[src/common/matrix_pkg.sv]
/* panel geometry, command opcode values, byte and address types,
   frame buffer read address struct */
`default_nettype none

package matrix_pkg;

    // panel geometry
    localparam int PIXEL_HEIGHT    = 32;
    localparam int PIXEL_WIDTH     = 64;
    localparam int BYTES_PER_PIXEL = 3;

    localparam int ROW_BITS    = 5;
    localparam int COL_BITS    = 6;
    localparam int PIXSEL_BITS = 2;

    // one byte per colour channel per pixel
    localparam int FB_DEPTH = PIXEL_HEIGHT * PIXEL_WIDTH * BYTES_PER_PIXEL;

    // command opcodes
    localparam logic [7:0] OPCODE_READROW = 8'h10;

    typedef logic [7:0] byte_t;

    typedef logic [ROW_BITS-1:0]    row_addr_t;
    typedef logic [COL_BITS-1:0]    col_addr_t;
    typedef logic [PIXSEL_BITS-1:0] pixel_sel_t;

    // scan-out side address of one colour byte
    typedef struct packed {
        row_addr_t  row;
        col_addr_t  column;
        pixel_sel_t pixel;
    } fb_addr_t;

endpackage

`default_nettype wire
[src/control/control_cmd_decoder.sv]
/* command byte stream decoder, detects the read-row opcode and
   forwards the following bytes to the command handler */
`timescale 1ns/1ps
`default_nettype none

module control_cmd_decoder import matrix_pkg::*; (
    input  logic  clk,
    input  logic  reset,
    input  logic  byte_valid,
    input  byte_t byte_data,
    input  logic  done,

    output logic  cmd_enable,
    output byte_t cmd_data,
    output logic  busy,
    output logic  cmd_done
);

    typedef enum logic {
        ST_IDLE,
        ST_RUN
    } dec_state_t;

    dec_state_t state;
    logic       is_readrow;

    assign is_readrow = byte_valid && (byte_data == OPCODE_READROW);

    always_ff @(posedge clk) begin
        if (reset) begin
            state      <= ST_IDLE;
            cmd_enable <= 1'b0;
        end else begin
            cmd_enable <= 1'b0;
            case (state)
                ST_IDLE: begin
                    if (is_readrow) begin
                        state <= ST_RUN; // other opcodes dropped
                    end
                end
                ST_RUN: begin
                    if (done) begin
                        state <= ST_IDLE;
                    end else begin
                        cmd_enable <= byte_valid; // opcode values pass as data here
                    end
                end
                default: state <= ST_IDLE;
            endcase
        end
    end

    always_ff @(posedge clk) begin
        if (byte_valid) begin
            cmd_data <= byte_data;
        end
    end

    assign busy     = (state == ST_RUN);
    assign cmd_done = done && (state == ST_RUN);

    // nothing reaches the handler unless a command was started
    assert property (@(posedge clk) disable iff (reset)
        (state == ST_IDLE) |-> !cmd_enable);

endmodule

`default_nettype wire

[config.mk]
export PLATFORM = sky130hd
export DESIGN_NAME = control_cmd_decoder
export DESIGN_NICKNAME = d
export VERILOG_FILES = /design/src/common/matrix_pkg.sv /design/src/control/control_cmd_decoder.sv
export SDC_FILE = /design/constraint.sdc
export NUM_CORES = 1
export LEC_CHECK = 0
export ABC_AREA = 1
export BUFFER_PORTS_ARGS = -buffer_cell sky130_fd_sc_hd__buf_2
export CAP_MARGIN = 20
export CORE_AREA = 2 2 39 41
export CTS_CLUSTER_DIAMETER = 50
export DETAILED_ROUTE_END_ITERATION = 8
export DIE_AREA = 0 0 41 43
export PLACE_DENSITY_LB_ADDON = 0.05
export SLEW_MARGIN = 20
export SYNTH_ARGS = -nofsm -noshare
export SYNTH_HDL_FRONTEND = slang
export SYNTH_SLANG_ARGS = --single-unit
[constraint.sdc]
create_clock -name clk -period 0.8 [get_ports clk]
set_clock_uncertainty 0.2 [all_clocks]
set_input_delay 0.16 -clock clk [delete_from_list [all_inputs] [get_ports clk]]
set_output_delay 0.16 -clock clk [all_outputs]
set_load 0.02 [all_outputs]
Word-level counts from Yosys, hierarchy flattened --
Cells that the tools add are included.
Storage, ports and cells: flip-flop bits (word level) 10, input port bits 12, output and inout bits 11, word-level logic and storage cells 11
Cells by class: equal/unequal tests 1, multiplexer cells 3, bitwise logic cells 1, reductions and logical operators 3
Operators by type and width (count):
- $eq A8 B5 Y1 const B | 1
- $reduce_or A3 Y1 | 1
- $logic_and A1 B1 Y1 | 2
- $mux W1 | 2
- $pmux W1 S2 | 1
- $not A1 Y1 | 1

Logic depth before layout (Yosys ltp) --
word-level depth 4, gate-level depth with buffers 6, gate-level depth less buffers 6

Least setup slack after synthesis --
OpenSTA, ideal clock, no wires.
path type register to register, from register state, in the netlist busy, to register state, in the netlist busy, library setup time 111 ps, arrival time 739 ps, required time 489 ps, slack -250 ps, cell stages (with the launch flop) 6, path through dfxtp_1 inv_1 nand3_1 nor2_1 nor2_1 nor2_1
Between the ends: cells in the longest elaborated chain, start to end 2
Ends and longest elaborated chain:
- start: declaration | RTL line control_cmd_decoder.sv:24 | dec_state_t state;
- start signal: assignment | RTL line control_cmd_decoder.sv:31 | state <= ST_IDLE;
- start signal: assignment | RTL line control_cmd_decoder.sv:38 | state <= ST_RUN;
- start signal: assignment | RTL line control_cmd_decoder.sv:43 | state <= ST_IDLE;
- $not A1 Y1
- $pmux W1 S2 * | RTL line control_cmd_decoder.sv:35 | case (state)
Every way passes the cells marked *; elsewhere a longest branch is shown, timed or not. A chain may end at the register's enable or synchronous reset.

Final worst setup path --
from register state, in the netlist busy, to output port cmd_done
Between the ends: cells in the longest elaborated chain, start to end 1
Ends and longest elaborated chain:
- $logic_and A1 B1 Y1 | RTL line control_cmd_decoder.sv:60 | assign cmd_done = done && (state == ST_RUN);
- end: declaration | RTL line control_cmd_decoder.sv:16 | output logic cmd_done
No other way between the ends.

==> reports/qor.yml <==
layout-drive-gt1-share_pct: 64.8
gr-total-overflow: 0
area_growth_pct: 71.9
status: "finished with violations"
dieArea_um2: 1760
setup_viol_count_final: 13
syn_area_per_cell_um2: 13.4
ir_drop_uv: 1090
drtIter0Drc: 0
grt_pass1_wl_um: 1080
fin_crit_sh_pct: 147
use_met1_pct: 8.16
seq_area_um2: 285
gp_congestion: 0.665
path_cells: "nand2_2, inv_2, buf_6"
period_needed_ps: 1180
yosysSeqAreaShare_pct: 80.6
synth_cell_types: 7
cp_max_fo: 3
busiest_layer: "met2"
critPathTopFamily: "flip-flops"
rows: 14
h-tree-depth: 1
final_max_slew_viol_count: 0
crit_type: "flip-flop to primary output"
finalPower_mw: 1.12
cpPeakStageDelay_ps: 360
grt_max_degree: 8
io_buffers: 22
io_pins: 23
critPathSlowestCell: "dfxtp_4"
clockBufferDepth: 2
ys_seq_elements: 10
cp.arrival_ps: 820
setup_ws_ps: -376
synth_top_cell_area_share_pct: 69.1
cts_buffers: 3
pwr_density_cell_nw_per_um2: 1880
hold_class: "primary input to flip-flop"
cts_root_buf: "clkbuf_4"
end_kind: "primary output"
finalSetupTns_ps: -3950
grt_pass1_vias: 310
startpoint_type: "flip-flop"
core_um2: 1380
synth_area_leaders: "edfxtp_1 69%, dfxtp_1 12%, nor2_1 7.6%, nor2_2 3.6%, inv_1 3.2%"
antenna_found_initial: 0
violations: "hold timing, setup timing"
vias: 299
tightest_slew_ps: 112
wl_um: 713
globalRouteMet2Util_pct: 16.3
start_util_pct: 25.1
fin_hold_ws_ps: -139
drv_cap: 0
clock.fmax_mhz: 851
yosysTopAreaCell: "edfxtp_1"
synth_warnings: 0
routedWlPerCell_um: 10.2
required_ps: 440
ant_nets: 0
use_met3_pct: 3.14
synth_area_um2: 348
diodes: 0
dr.pass1.iters: 1
clk_latency_ps: 260
cts_sinks: 10
final_nets: 67
placedInstanceArea_um2: 509
path_buf_inv: 2
vias_per_cell: 4.27
num-fill-cells: 140
grtUsageTotal_pct: 9.60
dp.cells: 66
synthCells: 26
clk_pin_slew_worst_paths_ps: 60
maxSlewHeadroom_pct: 92.6
p_leak_nw: 0.264
finalHoldViolations: 10
syn_nets: 38
cts_tree: "yes"
die_h_um: 43
finalInstanceArea_um2: 598
r2r_slack_ps: -150
die_width_um: 41
stdcell_count: 70
rsz0062_at_grt: "true"
hpwl_um: 567
multi_input_area_um2: 61.3
drcViolationCount: 0
-- synthesized netlist by cell type (all sizes together) --
| cell | instances |
|---|---|
| nand3 | 2 |
| nand2 | 2 |
| inv | 3 |
| edfxtp | 8 |
| dfxtp | 2 |
| nor2 | 9 |
-- routing by layer --
| metal | vias to the layer above | routed length, µm |
|---|---|---|
| met1 | 143 | 232 |
| met5 | - | 0 |
| met2 | 11 | 424 |
| met3 | 2 | 48 |
| li1 | 143 | - |
| met4 | 0 | 8 |
-- metrics by stage --
stage	utilization (%)	setup WS (ps)
floorplan	-	-124
global placement	36.8	-155
detailed placement	36.8	-147
CTS	40.1	-376
global route	43.2	-395
finish	43.2	-376
-- worst register-to-register path, cell delays in order (launching register included) --
cell and delay [ps]:
dfxtp_4 350, inv_2 60, nand3_1 70, nor2_1 100, nor2_1 50, nor2_1 70
-- layout make-up --
type / instances / area share (%)
clock buffers: 3 / 3.77
clock inverters: 1 / 0.628
inverters: 3 / 1.88
multi-input cells: 13 / 10.3
flip-flops and latches: 10 / 47.7
well taps: 16 / 3.35
repair buffers: 24 / 32.4
-- sequential cells by signal, indices dropped and copies added, names as in the netlist --
| name | count |
|---|---|
| busy | 1 |
| cmd_data | 8 |
| cmd_enable | 1 |
-- power by group --
part / switching (mW) / internal (mW)
registers: 0.0137 / 0.595
clock network: 0.163 / 0.180
logic: 0.0824 / 0.0889
total: 0.259 / 0.864
-- repair_timing --
action / CTS / global route
endpoints found under the hold margin: 10 / 10
setup buffers: 0 / 0
setup endpoints to repair: 13 / 13
pin swaps: 1 / 0
gates resized for setup: 7 / 14
-- logic make-up after synthesis --
kind of cell           after synthesis  share of synthesized area [%]
and+or+nand+nor                     13                           16.2
DFF                                 10                           80.6
buffers and inverters                3                           3.24
-- placed cells by master, fill, tap and decap left out --
master / count
nor2_1: 6
dfxtp_4: 1
nand3_1: 2
buf_6: 9
clkinv_1: 1
buf_4: 1
buf_12: 1
nor2_2: 3
edfxtp_1: 8
clkbuf_4: 3
dfxtp_2: 1
nand2_1: 1
buf_2: 13
nand2_2: 1
inv_1: 1
inv_2: 2
-- path summary, 6_finish.rpt --
check                       start               endpoint  depth (start not counted)
setup / recovery  busy$_SDFF_PP0_               cmd_done                          3
hold / removal              reset        busy$_SDFF_PP0_                          2
setup reg to reg  busy$_SDFF_PP0_        busy$_SDFF_PP0_                          5
hold reg to reg   busy$_SDFF_PP0_  cmd_enable$_SDFF_PP0_                          4
No activity file was read; power rests on OpenSTA's default activity.
