`src/common/matrix_pkg.sv`:
```
/* panel geometry, command opcode values, byte and address types,
   frame buffer read address struct */
`default_nettype none

package matrix_pkg;

    // panel geometry
    localparam int PIXEL_HEIGHT    = 32;
    localparam int PIXEL_WIDTH     = 64;
    localparam int BYTES_PER_PIXEL = 3;

    localparam int ROW_BITS    = 5;
    localparam int COL_BITS    = 6;
    localparam int PIXSEL_BITS = 2;

    // one byte per colour channel per pixel
    localparam int FB_DEPTH = PIXEL_HEIGHT * PIXEL_WIDTH * BYTES_PER_PIXEL;

    // command opcodes
    localparam logic [7:0] OPCODE_READROW = 8'h10;

    typedef logic [7:0] byte_t;

    typedef logic [ROW_BITS-1:0]    row_addr_t;
    typedef logic [COL_BITS-1:0]    col_addr_t;
    typedef logic [PIXSEL_BITS-1:0] pixel_sel_t;

    // scan-out side address of one colour byte
    typedef struct packed {
        row_addr_t  row;
        col_addr_t  column;
        pixel_sel_t pixel;
    } fb_addr_t;

endpackage

`default_nettype wire
```
`src/control/control_cmd_readrow.sv`:
```
/* read-row command handler, row capture and per-byte frame buffer
   address sequencing with a toggling access strobe */
`timescale 1ns/1ps
`default_nettype none

module control_cmd_readrow import matrix_pkg::*; (
    input  logic       clk,
    input  logic       reset,
    input  byte_t      data_in,
    input  logic       enable,

    output row_addr_t  row,
    output col_addr_t  column,
    output pixel_sel_t pixel,
    output byte_t      data_out,
    output logic       ram_write_enable,
    output logic       ram_access_start,
    output logic       done
);

    typedef enum logic [1:0] {
        ST_ROW_CAPTURE,
        ST_PRIME_WRITE,
        ST_ROW_CONTENT,
        ST_DONE
    } rr_state_t;

    localparam col_addr_t  LAST_COL = col_addr_t'(PIXEL_WIDTH - 1);
    localparam pixel_sel_t LAST_PIX = pixel_sel_t'(BYTES_PER_PIXEL - 1);

    rr_state_t state;

    always_ff @(posedge clk) begin
        if (reset) begin
            state            <= ST_ROW_CAPTURE;
            row              <= '0;
            column           <= '0;
            pixel            <= '0;
            data_out         <= '0;
            ram_write_enable <= 1'b0;
            ram_access_start <= 1'b0;
            done             <= 1'b0;
        end else begin
            case (state)
                ST_ROW_CAPTURE: begin
                    if (enable) begin
                        row              <= data_in[ROW_BITS-1:0];
                        ram_write_enable <= 1'b0;
                        state            <= ST_PRIME_WRITE;
                    end
                end
                ST_PRIME_WRITE: begin
                    if (enable) begin
                        // first byte goes to the rightmost pixel, last channel
                        column           <= LAST_COL;
                        pixel            <= LAST_PIX;
                        data_out         <= data_in;
                        ram_write_enable <= 1'b1;
                        ram_access_start <= !ram_access_start;
                        state            <= ST_ROW_CONTENT;
                    end
                end
                ST_ROW_CONTENT: begin
                    if (enable) begin
                        data_out         <= data_in;
                        ram_access_start <= !ram_access_start;
                        if (pixel == '0) begin
                            pixel  <= LAST_PIX; // wrap to previous column
                            column <= column - 1'b1;
                        end else begin
                            pixel <= pixel - 1'b1;
                        end
                        if (column == '0 && pixel == pixel_sel_t'(1)) begin
                            done  <= 1'b1; // this byte lands at column 0, pixel 0
                            state <= ST_DONE;
                        end
                    end
                end
                ST_DONE: begin
                    // write enable held here so the last toggle is still taken
                    done             <= 1'b0;
                    ram_write_enable <= 1'b0;
                    state            <= ST_ROW_CAPTURE;
                end
                default: state <= ST_ROW_CAPTURE;
            endcase
        end
    end

    assert property (@(posedge clk) disable iff (reset)
        done |=> !done);

    // column only steps down while writes are armed
    assert property (@(posedge clk) disable iff (reset)
        (ram_write_enable && $past(ram_write_enable)) |-> (column <= $past(column)));

endmodule

`default_nettype wire

```
`config.mk`:
```
export PLATFORM = sky130hd
export DESIGN_NAME = control_cmd_readrow
export DESIGN_NICKNAME = d
export VERILOG_FILES = /design/src/common/matrix_pkg.sv /design/src/control/control_cmd_readrow.sv
export SDC_FILE = /design/constraint.sdc
export NUM_CORES = 1
export LEC_CHECK = 0
export BUFFER_PORTS_ARGS = -buffer_cell sky130_fd_sc_hd__buf_2
export CORE_UTILIZATION = 35
export CTS_CLUSTER_SIZE = 25
export DETAILED_ROUTE_END_ITERATION = 16
export SLEW_MARGIN = 25
export SYNTH_ARGS = -nofsm -noshare
export SYNTH_HDL_FRONTEND = slang
export SYNTH_SLANG_ARGS = --single-unit
export TNS_END_PERCENT = 50
```
`constraint.sdc`:
```
create_clock -name clk -period 2.37 [get_ports clk]
set_input_delay 0.237 -clock clk [delete_from_list [all_inputs] [get_ports clk]]
set_output_delay 0.237 -clock clk [all_outputs]
set_load 0.02 [all_outputs]
```
======== After elaboration in Yosys (flattened, before gate mapping) ========
Index checks and enable logic that the tools add are counted.
word-level totals
  bits in latches ......................... 0
  output and inout port bits .............. 24
  bits in registers ....................... 26
  memories kept ........................... 0
  input port bits ......................... 11
  ROM bits ................................ 0
  memory bits (writable) .................. 0
operators by class
  muxes and demuxes ....................... 18
  multiply operators ...................... 0
  add/sub/neg operators ................... 2
  bitwise logic cells ..................... 0
  divide/modulo/power cells ............... 0
  order comparisons ....................... 0
  shifts and indexed selects .............. 0
  equal/unequal tests ..................... 9
  reduce and logical (&&, ||, !) cells .... 16
operators by type and width
  cell                                                                    count
  6-bit two-way mux                                                       3
  2-bit two-way mux                                                       6
  6-bit case mux with 2 select lines                                      1
  2-bit != test (second input constant)                                   5
  3-bit AND reduction                                                     3
  2-bit case mux with 4 select lines                                      1
  4-bit AND reduction                                                     2
  6-bit zero test                                                         1
  6-bit by 1-bit subtractor with 6-bit output (second input constant)     1
  2-bit by 1-bit equality test with 1-bit output (second input constant)  2
  2-bit equality test (second input constant)                             2
  2-bit zero test                                                         2
  1-bit two-way mux                                                       4
  2-bit case mux with 2 select lines                                      1
  2-bit AND reduction                                                     2
  2-bit nonzero test                                                      2
  1-bit case mux with 3 select lines                                      1
  3-bit nonzero test                                                      1
  1-bit case mux with 2 select lines                                      1
  2-bit OR reduction                                                      1
  2-bit by 1-bit subtractor with 2-bit output (second input constant)     1
  1-bit logical AND                                                       1
  1-bit zero test                                                         1

======== Logic depth before layout (Yosys ltp) ========
Gate-level depths: netlist (run 1).
  depth in word-level cells ............... 5
  gate-level depth with buffers ........... 7

======== Worst setup path before layout (run 1) ========
OpenSTA, ideal clock, no wires.
  path kind ............................... flip-flop to flip-flop
  start point ............................. reg column[0]
  end point ............................... reg state[1]
  library setup time ...................... 0.072 ns
  data arrival time ....................... 1.509 ns
  stages on the path, launching flop included .. 7
  period minus slack after synthesis ...... 1.581 ns
  slack ................................... 0.789 ns
  required time ........................... 2.298 ns
  cells stage by stage .................... dfxtp_1 -> inv_1 -> ha_1 -> nor4bb_1 -> and3_1 -> a21oi_1 -> mux2i_1
on the way
  longest elaborated chain between the ends .. 4
RTL lines
  element                        RTL line                   RTL
  start: declaration             control_cmd_readrow.sv:13  output col_addr_t column,
  start signal: assignment       control_cmd_readrow.sv:69  column <= column - 1'b1;
  6-bit zero test                control_cmd_readrow.sv:73  if (column == '0 && pixel == pixel_sel_t'(1)) begin
  1-bit logical AND              control_cmd_readrow.sv:73
  2-bit != test (no line)        n/a
  4-bit AND reduction (no line)  n/a
  end signal: assignment         control_cmd_readrow.sv:75  state <= ST_DONE;
  end signal: assignment         control_cmd_readrow.sv:83  state <= ST_ROW_CAPTURE;
  end signal: assignment         control_cmd_readrow.sv:85  default: state <= ST_ROW_CAPTURE;
  end: declaration               control_cmd_readrow.sv:31  rr_state_t state;
Every way passes these cells.
A chain may end at the register's enable or synchronous reset.

======== Final worst setup path (run 1) ========
  start point ............................. reg state[0]
  end point ............................... reg column[4]
on the way
  longest elaborated chain between the ends .. 3
  elaborated cells between the ends (all ways) .. 8
  those cells by class .................... eq/ne (5); mux (1); reduce/logical (2)
RTL lines
  element                                                                                RTL line                   RTL
  start signal: assignment                                                               control_cmd_readrow.sv:35  state <= ST_ROW_CAPTURE;
  start signal: assignment                                                               control_cmd_readrow.sv:49  state <= ST_PRIME_WRITE;
  start signal: assignment                                                               control_cmd_readrow.sv:60  state <= ST_ROW_CONTENT;
  2-bit equality test or 2-bit by 1-bit equality test with 1-bit output (tied branches)  control_cmd_readrow.sv:44  case (state)
  2-bit != test (no line) or 2-bit nonzero test (tied branches)                          n/a
  4-bit AND reduction (no line)                                                          n/a
Parallel ways exist; a longest one is shown, timed or not.

==> summary.md, run 1 <==
| Metric | Value |
|---|---|
| Leading area contributor after synthesis | `dfxtp_1` |
| Data arrival, critical path | `1880 ps` |
| Core area | `0.003337 mm2` |
| RSZ-0062 raised after global routing | `false` |
| Htree depth | `1` |
| Total track usage | `13.28%` |
| Ranking of synthesized cells by area | `dfxtp_1 42%, ha_1 10%, a21oi_1 8.6%` |
| Post-DP Area | `0.001413 mm2` |
| Max incr delay on CP | `360 ps` |
| Fraction of layout cells with a size suffix above 1 | `24.26%` |
| Die Ht | `61.25 um` |
| Commonest non-fill, non-tap cell in the layout | `buf_2` |
| Row count | `21` |
| Clock tree buffer depth | `2` |
| Die Area | `0.003752 mm2` |
| Initial Util | `36.82%` |
| CP max stage cell | `dfxtp_1` |
| Detailed Routing Iterations Pass 1 | `4` |
| Via density | `4.912` |
| Pin count of the biggest net entering global routing | `29` |
| Syn Area/Cell | `8.839 um2` |
| Part of the power in registers | `39.0%` |
| RePlAce Congestion | `0.7781` |
| Number of max-cap violations | `0` |
| Post-synthesis cell type count | `28` |
| DRC viols | `0` |
| #FFs+latches synth | `26` |
| Area of the multi-input gates | `638.1 um2` |
| Fin area | `0.001465 mm2` |
| Int Power | `0.9773 mW` |
| Max-slew violation count | `0` |
| Crit path kind | `reg2reg` |
| Slew @ Worst Pin | `499.1 ps` |
| Gr ovfl total | `0` |
| Post-CTS sizing | `0` |
| Die span in x | `61.25 um` |
| DP HPWL | `1.838 mm` |
| Static leakage | `0.6528 nW` |
| ANT nets after route | `0` |
| Setup ws final | `700.0 ps` |
| Setup WS pre-CTS | `718.0 ps` |
| Fmax | `0.5988 GHz` |
| Slew HR | `66.72%` |
| Cell count after synthesis | `139` |
| Vias in the first global route | `848` |
| Layout area overhead | `19.25%` |
| Global-route wire length before repair | `3.760 mm` |
| PD cells | `1114 mW/mm2` |
| Via count | `1056` |
| WL per Instance | `11.88 um` |
| Sw power | `0.6548 mW` |
| CTS tree | `done` |
| PortBufs | `34` |
| Clock Power Share | `18.8%` |
| Yosys warning count | `0` |
| CP Capture Type | `register` |
| Syn_nets | `160` |
| Fill cells | `343` |
| Worst setup SP type | `register` |
| Crit path required time | `2580 ps` |
| Skew final | `0.6892 ps` |
| CP Max Fanout | `9` |
| Reg area | `520.5 um2` |
| Sinks on Clock Net | `26` |
| Hold Crit Class | `in2reg` |
| Ant. Diodes | `0` |
| Final Cycle Share | `70.46%` |
| Gate power share | `42.2%` |
| Final hold slack | `149.0 ps` |
| Switching share of power | `40.12%` |
| Routed WL | `2.555 mm` |
| Hold_buf cts | `0` |
| Commonest non-fill, non-tap cells in the layout | `34 x buf_2, 26 x dfxtp_1, 21 x a21oi_1` |
| Cell area after synthesis | `0.001229 mm2` |
| Top-area cell type share of the netlist area | `42.36%` |
| Min Clock Period, post-route | `1670 ps` |
| Skew-Pair Late Insertion Delay | `320 ps` |
| I/O Pins | `35` |
| Clock Pin Slew Worst Setup and Hold Paths | `140 ps` |
| Final hold violations | `0` |
| Antenna violations before repair | `0` |
| Layout net count | `191` |
| Final Util | `43.91%` |
| Setup Buffers After CTS | `0` |
| Fin Setup TNS | `0 ps` |
| Setup violators final | `0` |
| Peak VDD IR | `0.3793 mV` |
| Initial drt markers | `60` |
| Status | `finished clean` |
| Root cell of the clock tree | `clkbuf_4` |
| Total CTS buffers | `3` |
| Register area share after synthesis | `42.36%` |
| Crit-path cells | `inv_1 > ha_1 > mux2_4 > nand4_1 > xor2_1 > a21oi_1` |
per-layer routing:
| metal | up-vias | GRT usage (%) | routed length, um |
|---|---|---|---|
| li1 | 537 | - | - |
| met1 | 494 | 18.43 | 1277 |
| met2 | 23 | 20.96 | 1182 |
| met3 | 2 | 1.891 | 74 |
| met4 | 0 | 4.870 | 21 |
| met5 | - | 0 | 0 |
path summary, 6_finish.rpt:
| path | startpoint | endpoint | slack, ps | depth (start not counted) |
|---|---|---|---|---|
| max | state[0] | column[4] | 700 | 6 |
| min reg2reg | data_out[2] | data_out[2] | 460 | 2 |
| max reg2reg | state[0] | column[4] | 700 | 6 |
| min | data_in[7] | data_out[7] | 150 | 3 |
power by group through the flow:
stage	clock network [mW]	logic, mW	registers (mW)
floorplan	0	0.406	0.753
global placement	0	0.679	0.640
detailed placement	0	0.693	0.649
CTS	0.315	0.696	0.638
global route	0.332	0.767	0.654
finish	0.306	0.689	0.637
sequential cells by signal (all words and copies together), names as in the netlist:
register and cells:
column 6, data_out 8, done 1, pixel 2, ram_access_start 1, ram_write_enable 1, row 5, state 2
Yosys cell counts (all sizes together):
| library cell | number |
|---|---|
| dfxtp | 26 |
| a21oi | 21 |
| nand2 | 17 |
| nand3 | 17 |
| ha | 10 |
| inv | 7 |
| nor2 | 6 |
| buf | 5 |
| xor2 | 5 |
| clkbuf | 3 |
| mux2i | 3 |
| nand2b | 3 |
| nand3b | 2 |
| o21ai | 2 |
| o21bai | 2 |
| a221oi | 1 |
| a31o | 1 |
| a31oi | 1 |
| a32oi | 1 |
| a41o | 1 |
| and3 | 1 |
| mux2 | 1 |
| nand4 | 1 |
| nor4b | 1 |
| nor4bb | 1 |
critical path, delay by kind of cell (launching register included):
family                   cells  cell delay (ps)
flip-flops                   1              360
AND/OR/NAND/NOR              1              110
XOR/XNOR                     1              160
buffers and inverters        1              130
adder cells (fa/ha/maj)      1              360
AO/OA/AOI/OAI                1               80
multiplexers                 1              360
logic make-up (layout without fill, tap and decap cells):
logic type | Yosys count | in the layout | share of synthesized area (%)
flops | 26 | 26 | 42.36
compound gates | 30 | 30 | 14.05
simple gates | 49 | 49 | 20.47
fa+ha+maj | 10 | 10 | 10.18
mux | 4 | 4 | 3.666
xor+xnor | 5 | 5 | 3.564
buf+inv | 15 | 45 | 5.703
stage by stage:
step | cells | power [mW]
finish | 215 | 1.632
floorplan | 139 | 1.159
global placement | 211 | 1.319
detailed placement | 211 | 1.342
CTS | 215 | 1.648
global route | 215 | 1.753
layout make-up:
class	instances	share of cell area, %
well taps	46	3.928
inverters	7	1.793
flip-flops and latches	26	35.53
clock inverters	1	2.050
clock buffers	3	1.537
multi-input cells	98	43.55
repair buffers	34	11.61
No activity file was read; power rests on OpenSTA's default activity.
==> run 2, diff against run 1 <==
Clock period 2.37 ns to 1.55 ns, I/O delays scaled along.
==> run 2 against run 1 <==
- via count increased by 5.5%
- worst setup slack got worse by 610 ps
- sequential power grew 51%
- cell count is 3.3% higher
- clock skew about the same
- critical path depth is 1 higher
- worst hold slack got worse by 92 ps
- maximum frequency grew 15%
- design area is 4.4% higher
- count of clock-buffer cells in the layout stayed put
- total power increased by 60%
==> summary.md, run 2 (synthesis gave the netlist of run 1 again) <==
| Metric | Value |
|---|---|
| DP Cell Count | `217` |
| Reg2reg path depth | `7` |
| Worst setup SP type | `register` |
| Gate power share | `45.0%` |
| Hold Crit Class | `in2reg` |
| Fin Setup TNS | `0 ps` |
| Final hold violations | `0` |
| Slew HR | `66.32%` |
| Layout area overhead | `24.54%` |
| Setup violators final | `0` |
| Ant. Diodes | `0` |
| Max reg flops | `8` |
| Commonest non-fill, non-tap cell in the layout | `buf_2` |
| Layout net count | `198` |
| Min Clock Period, post-route | `1458 ps` |
| Core area | `0.003337 mm2` |
| Biggest registers after layout | `data_out x8, column x6, row x5` |
| Static leakage | `0.6890 nW` |
| DP HPWL | `2.008 mm` |
| Setup ws final | `91.96 ps` |
| Detailed Routing Iterations Pass 1 | `4` |
| Fin area | `0.001530 mm2` |
| Clock tree buffer depth | `2` |
| CP max stage cell | `dfxtp_2` |
| ANT nets after route | `0` |
| End of the critical path | `state[0]` |
| Pin count of the biggest net entering global routing | `28` |
| Initial drt markers | `50` |
| Status | `finished clean` |
| CP Max Fanout | `4` |
| Via count | `1114` |
| Initial Util | `36.82%` |
| Sinks on Clock Net | `26` |
| Worst r2r dst | `state[0]` |
| I/O Pins | `35` |
| Setup WS pre-CTS | `10.85 ps` |
| Final hold slack | `56.97 ps` |
| Die Ht | `61.25 um` |
| Die Area | `0.003752 mm2` |
| Root cell of the clock tree | `clkbuf_4` |
| Flop2flop setup slack | `90 ps` |
| Row count | `21` |
| DRC viols | `0` |
| Crit path kind | `reg2reg` |
| RSZ-0062 raised after global routing | `true` |
| Crit-path cells | `buf_4 > ha_1 > buf_4 > o21bai_1 > nand2_1 > o21bai_1 > a21oi_1` |
| WL per Instance | `12.13 um` |
| Antenna violations before repair | `0` |
| Int Power | `1.576 mW` |
| CP Capture Type | `register` |
| Part of the power in registers | `36.9%` |
| CTS tree | `done` |
| Skew-Pair Late Insertion Delay | `320 ps` |
| Fmax | `0.6859 GHz` |
| Switching share of power | `39.66%` |
| Peak VDD IR | `0.5572 mV` |
| Max incr delay on CP | `370 ps` |
| Crit path from | `state[0]` |
| RePlAce Congestion | `0.7372` |
| Die span in x | `61.25 um` |
| Slew @ Worst Pin | `505.2 ps` |
| Total power | `2.611 mW` |
| Final std cells w/o fill | `222` |
| Gr ovfl total | `0` |
| Global-route wire length before repair | `4.209 mm` |
| PD cells | `1707 mW/mm2` |
| Skew final | `1.173 ps` |
| Vias in the first global route | `967` |
| Htree depth | `1` |
| Reg with most FFs | `data_out` |
| Post-DP Area | `0.001459 mm2` |
| Via density | `5.018` |
| Number of max-cap violations | `0` |
| Commonest non-fill, non-tap cells in the layout | `34 x buf_2, 21 x dfxtp_1, 20 x a21oi_1` |
| Reg-to-reg startpoint | `state[0]` |
| Fill cells | `357` |
| Clock Power Share | `18.1%` |
| Max-slew violation count | `0` |
| Final Cycle Share | `94.07%` |
| PortBufs | `34` |
| Final Util | `45.86%` |
| Fraction of layout cells with a size suffix above 1 | `31.82%` |
| Total track usage | `15.16%` |
| Crit path required time | `1780 ps` |
| Sw power | `1.036 mW` |
| Total CTS buffers | `3` |
| Clock Pin Slew Worst Setup and Hold Paths | `150 ps` |
| Routed WL | `2.693 mm` |
| Data arrival, critical path | `1690 ps` |
[run 2: cell count changes in the layout (fill, tap and decap cells not counted)]
cell	delta
buf_4	+7
a21oi_2	+1
dfxtp_2	+5
o21ai_0	-1
a21oi_1	-1
ha_1	-1
o21ai_1	+1
inv_1	-1
inv_2	+1
dfxtp_1	-5
ha_2	+1
[run 2: worst min path at each step]
stage,depth (start not counted),endpoint,slack (ps),from
global placement,3,data_out[6],410,data_in[6]
floorplan,2,data_out[2],300,data_in[2]
finish,3,data_out[7],60,data_in[7]
global route,3,data_out[7],40,data_in[7]
detailed placement,3,data_out[7],420,data_in[7]
CTS,3,data_out[7],50,data_in[7]
[run 2: cell type report]
cell class                 count  area, um2  share of cell area [%]
tap                           46      57.56                   3.761
multi-input combinational     98      644.4                   42.11
timing repair buffer          41      222.7                   14.55
clock inverter                 1      30.03                   1.962
inverter                       7      26.28                   1.717
sequential                    26      526.8                   34.42
clock buffer                   3      22.52                   1.472
[run 2: worst max-delay path: cells and delay by family, from the launching register on]
kind | cells | cell delay [ps]
and+or+nand+nor | 1 | 80
DFF | 1 | 370
AOI/OAI and AO/OA | 3 | 440
adders and majority gates | 1 | 200
buffers and inverters | 2 | 280
[run 2: power by group through the flow]
stage / logic [mW] / clock network (mW) / registers (mW)
after floorplan: 0.620 / 0 / 1.15
after global placement: 1.12 / 0 / 0.962
after detailed placement: 1.15 / 0 / 0.976
after CTS: 1.15 / 0.483 / 0.959
after global routing: 1.31 / 0.517 / 0.991
final: 1.17 / 0.473 / 0.964
[run 2: repair_timing]
item                       in CTS  in global routing
gates resized for setup         0                  8
buffers inserted                0                  1
setup endpoints to repair       0                 10
hold buffers                    0                  0
[run 2: metal layers]
metal  vias up  GRT usage (%)  part of all wire (%)
met4         0          5.519                   1.2
met1       533          19.95                    48
li1        553              -                     -
met5         -              0                     0
met3         4          3.361                   3.6
met2        24          24.38                    48
==> run 3, diff against run 2 <==
Settings changed: CAP_MARGIN set to 0, CTS_BUF_LIST set to sky130_fd_sc_hd__clkbuf_8.
==> run 3 against run 2 <==
- flip-flop and latch count stayed put
- cell count stayed put
- core utilization is 0.52 points higher
- critical path depth is 1 lower
- total power is 3.0% higher
- wire length is 1.2% lower
- first-iteration DRC count stayed put
- clock skew hardly changed
- die area stayed put
- sequential share of layout area is 0.47 points lower
- critical endpoint is now column[5]
- largest cell class unchanged
- highest routed layer unchanged
==> summary.md, run 3 (synthesis gave the netlist of run 1 again) <==
| Metric | Value |
|---|---|
| CTS tree | `done` |
| Die Ht | `61.25 um` |
| Max incr delay on CP | `350 ps` |
| Crit path kind | `reg2reg` |
| CP top delay family | `flip-flops` |
| Reg-to-reg startpoint | `state[0]` |
| Final std cells w/o fill | `222` |
| Final Cycle Share | `94.77%` |
| Total track usage | `15.21%` |
| Max-slew violation count | `0` |
| Fmax | `0.6808 GHz` |
| Setup violators final | `0` |
| WP depth | `6` |
| Die Area | `0.003752 mm2` |
| Via count | `1074` |
| WL per Instance | `11.99 um` |
| CP Capture Type | `register` |
| ANT nets after route | `0` |
| Initial drt markers | `50` |
| Hold Crit Class | `in2reg` |
| Root cell of the clock tree | `clkbuf_8` |
| CP bufs+invs | `1` |
| CP Max Fanout | `5` |
| Commonest non-fill, non-tap cells in the layout | `34 x buf_2, 22 x dfxtp_1, 20 x a21oi_1` |
| Status | `finished clean` |
| Routed WL | `2.662 mm` |
| I/O Pins | `35` |
| Total power | `2.690 mW` |
| Pin count of the biggest net entering global routing | `28` |
| PD cells | `1738 mW/mm2` |
| Vias in the first global route | `964` |
| Total CTS buffers | `3` |
| Layout area overhead | `25.97%` |
| Final hold violations | `0` |
| RePlAce Congestion | `0.7372` |
| End of the critical path | `column[5]` |
| DRC viols | `0` |
| Data arrival, critical path | `1610 ps` |
| Ant. Diodes | `0` |
| Row count | `21` |
| Fin area | `0.001548 mm2` |
| PortBufs | `34` |
| Crit-path cells | `inv_1 > ha_2 > mux2_4 > nand3_1 > xor2_1 > a21oi_1` |
| Worst setup SP type | `register` |
| Final hold slack | `125.5 ps` |
| Clock tree buffer depth | `2` |
| Static leakage | `0.6968 nW` |
| Fin Setup TNS | `0 ps` |
| Peak VDD IR | `0.5603 mV` |
| CP max stage cell | `dfxtp_2` |
| Min Clock Period, post-route | `1469 ps` |
| Max reg flops | `8` |
| DP HPWL | `2.008 mm` |
| Flop2flop setup slack | `80 ps` |
| DP Cell Count | `217` |
| Commonest non-fill, non-tap cell in the layout | `buf_2` |
| Htree depth | `1` |
| Crit path required time | `1690 ps` |
| Clock Pin Slew Worst Setup and Hold Paths | `90 ps` |
| Crit path from | `state[0]` |
| Worst r2r dst | `column[5]` |
| Slew @ Worst Pin | `493.8 ps` |
| Die span in x | `61.25 um` |
| Layout net count | `198` |
| Via density | `4.838` |
| Post-DP Area | `0.001459 mm2` |
| Slew HR | `67.08%` |
| Detailed Routing Iterations Pass 1 | `4` |
| Core area | `0.003337 mm2` |
| Reg2reg path depth | `6` |
| Gr ovfl total | `0` |
| Biggest registers after layout | `data_out x8, column x6, row x5` |
| Skew final | `1.064 ps` |
| Reg with most FFs | `data_out` |
| Sinks on Clock Net | `26` |
| Fraction of layout cells with a size suffix above 1 | `30.68%` |
| Skew-Pair Late Insertion Delay | `270 ps` |
| Initial Util | `36.82%` |
| Antenna violations before repair | `0` |
| Global-route wire length before repair | `4.222 mm` |
| Number of max-cap violations | `0` |
| RSZ-0062 raised after global routing | `true` |
[run 3: changes by cell type in the layout (fill, tap and decap cells not counted)]
cell	before	now
dfxtp_1	21	22
inv_2	1	0
clkbuf_8	0	3
inv_1	6	7
clkbuf_4	3	0
dfxtp_2	5	4
[run 3: worst reg2reg max path: stages (launching register included)]
cell and delay (ps):
dfxtp_2 350, inv_1 120, ha_2 210, mux2_4 330
nand3_1 110, xor2_1 160, a21oi_1 80
[run 3: report_power, final]
part	internal [mW]	switching (mW)	total (mW)
Combinational	0.473	0.695	1.17
Clock	0.345	0.216	0.561
Sequential	0.838	0.123	0.961
Total	1.66	1.03	2.69
[run 3: timing repair]
item,in CTS,in global routing
hold buffers,0,0
setup endpoints to repair,0,10
gates resized for setup,0,6
setup buffers,0,1
[run 3: metrics by stage]
stage / setup WS [ps] / util (%)
2_1_floorplan: 24.07 / -
3_3_place_gp: 78.53 / 43.72
3_5_place_dp: 10.85 / 43.72
4_1_cts: 10.15 / 45.86
5_1_grt: -21.00 / 46.38
6_report: 81.03 / 46.38
[run 3: worst min-delay path by stage]
stage,from,endpoint,slack (ps),cells past startpoint
2_1_floorplan,data_in[2],data_out[2],300,2
3_3_place_gp,data_in[6],data_out[6],410,3
3_5_place_dp,data_in[7],data_out[7],420,3
4_1_cts,data_in[7],data_out[7],120,3
5_1_grt,data_in[7],data_out[7],120,3
6_report,data_in[7],data_out[7],130,3
[run 3: layout make-up]
cell class                 count  area [um2]
fill                         355        1789
sequential                    26       525.5
inverter                       7       26.28
clock buffer                   3       41.29
timing repair buffer          41       222.7
tap                           46       57.56
multi-input combinational     98       644.4
clock inverter                 1       30.03
[run 3: layer usage]
layer	vias to the layer above	part of all wire (%)	GRT usage (%)
li1	550	-	-
met1	504	48	19.95
met2	18	48	24.53
met3	2	3.3	2.731
met4	0	0.71	6.494
met5	-	0	0
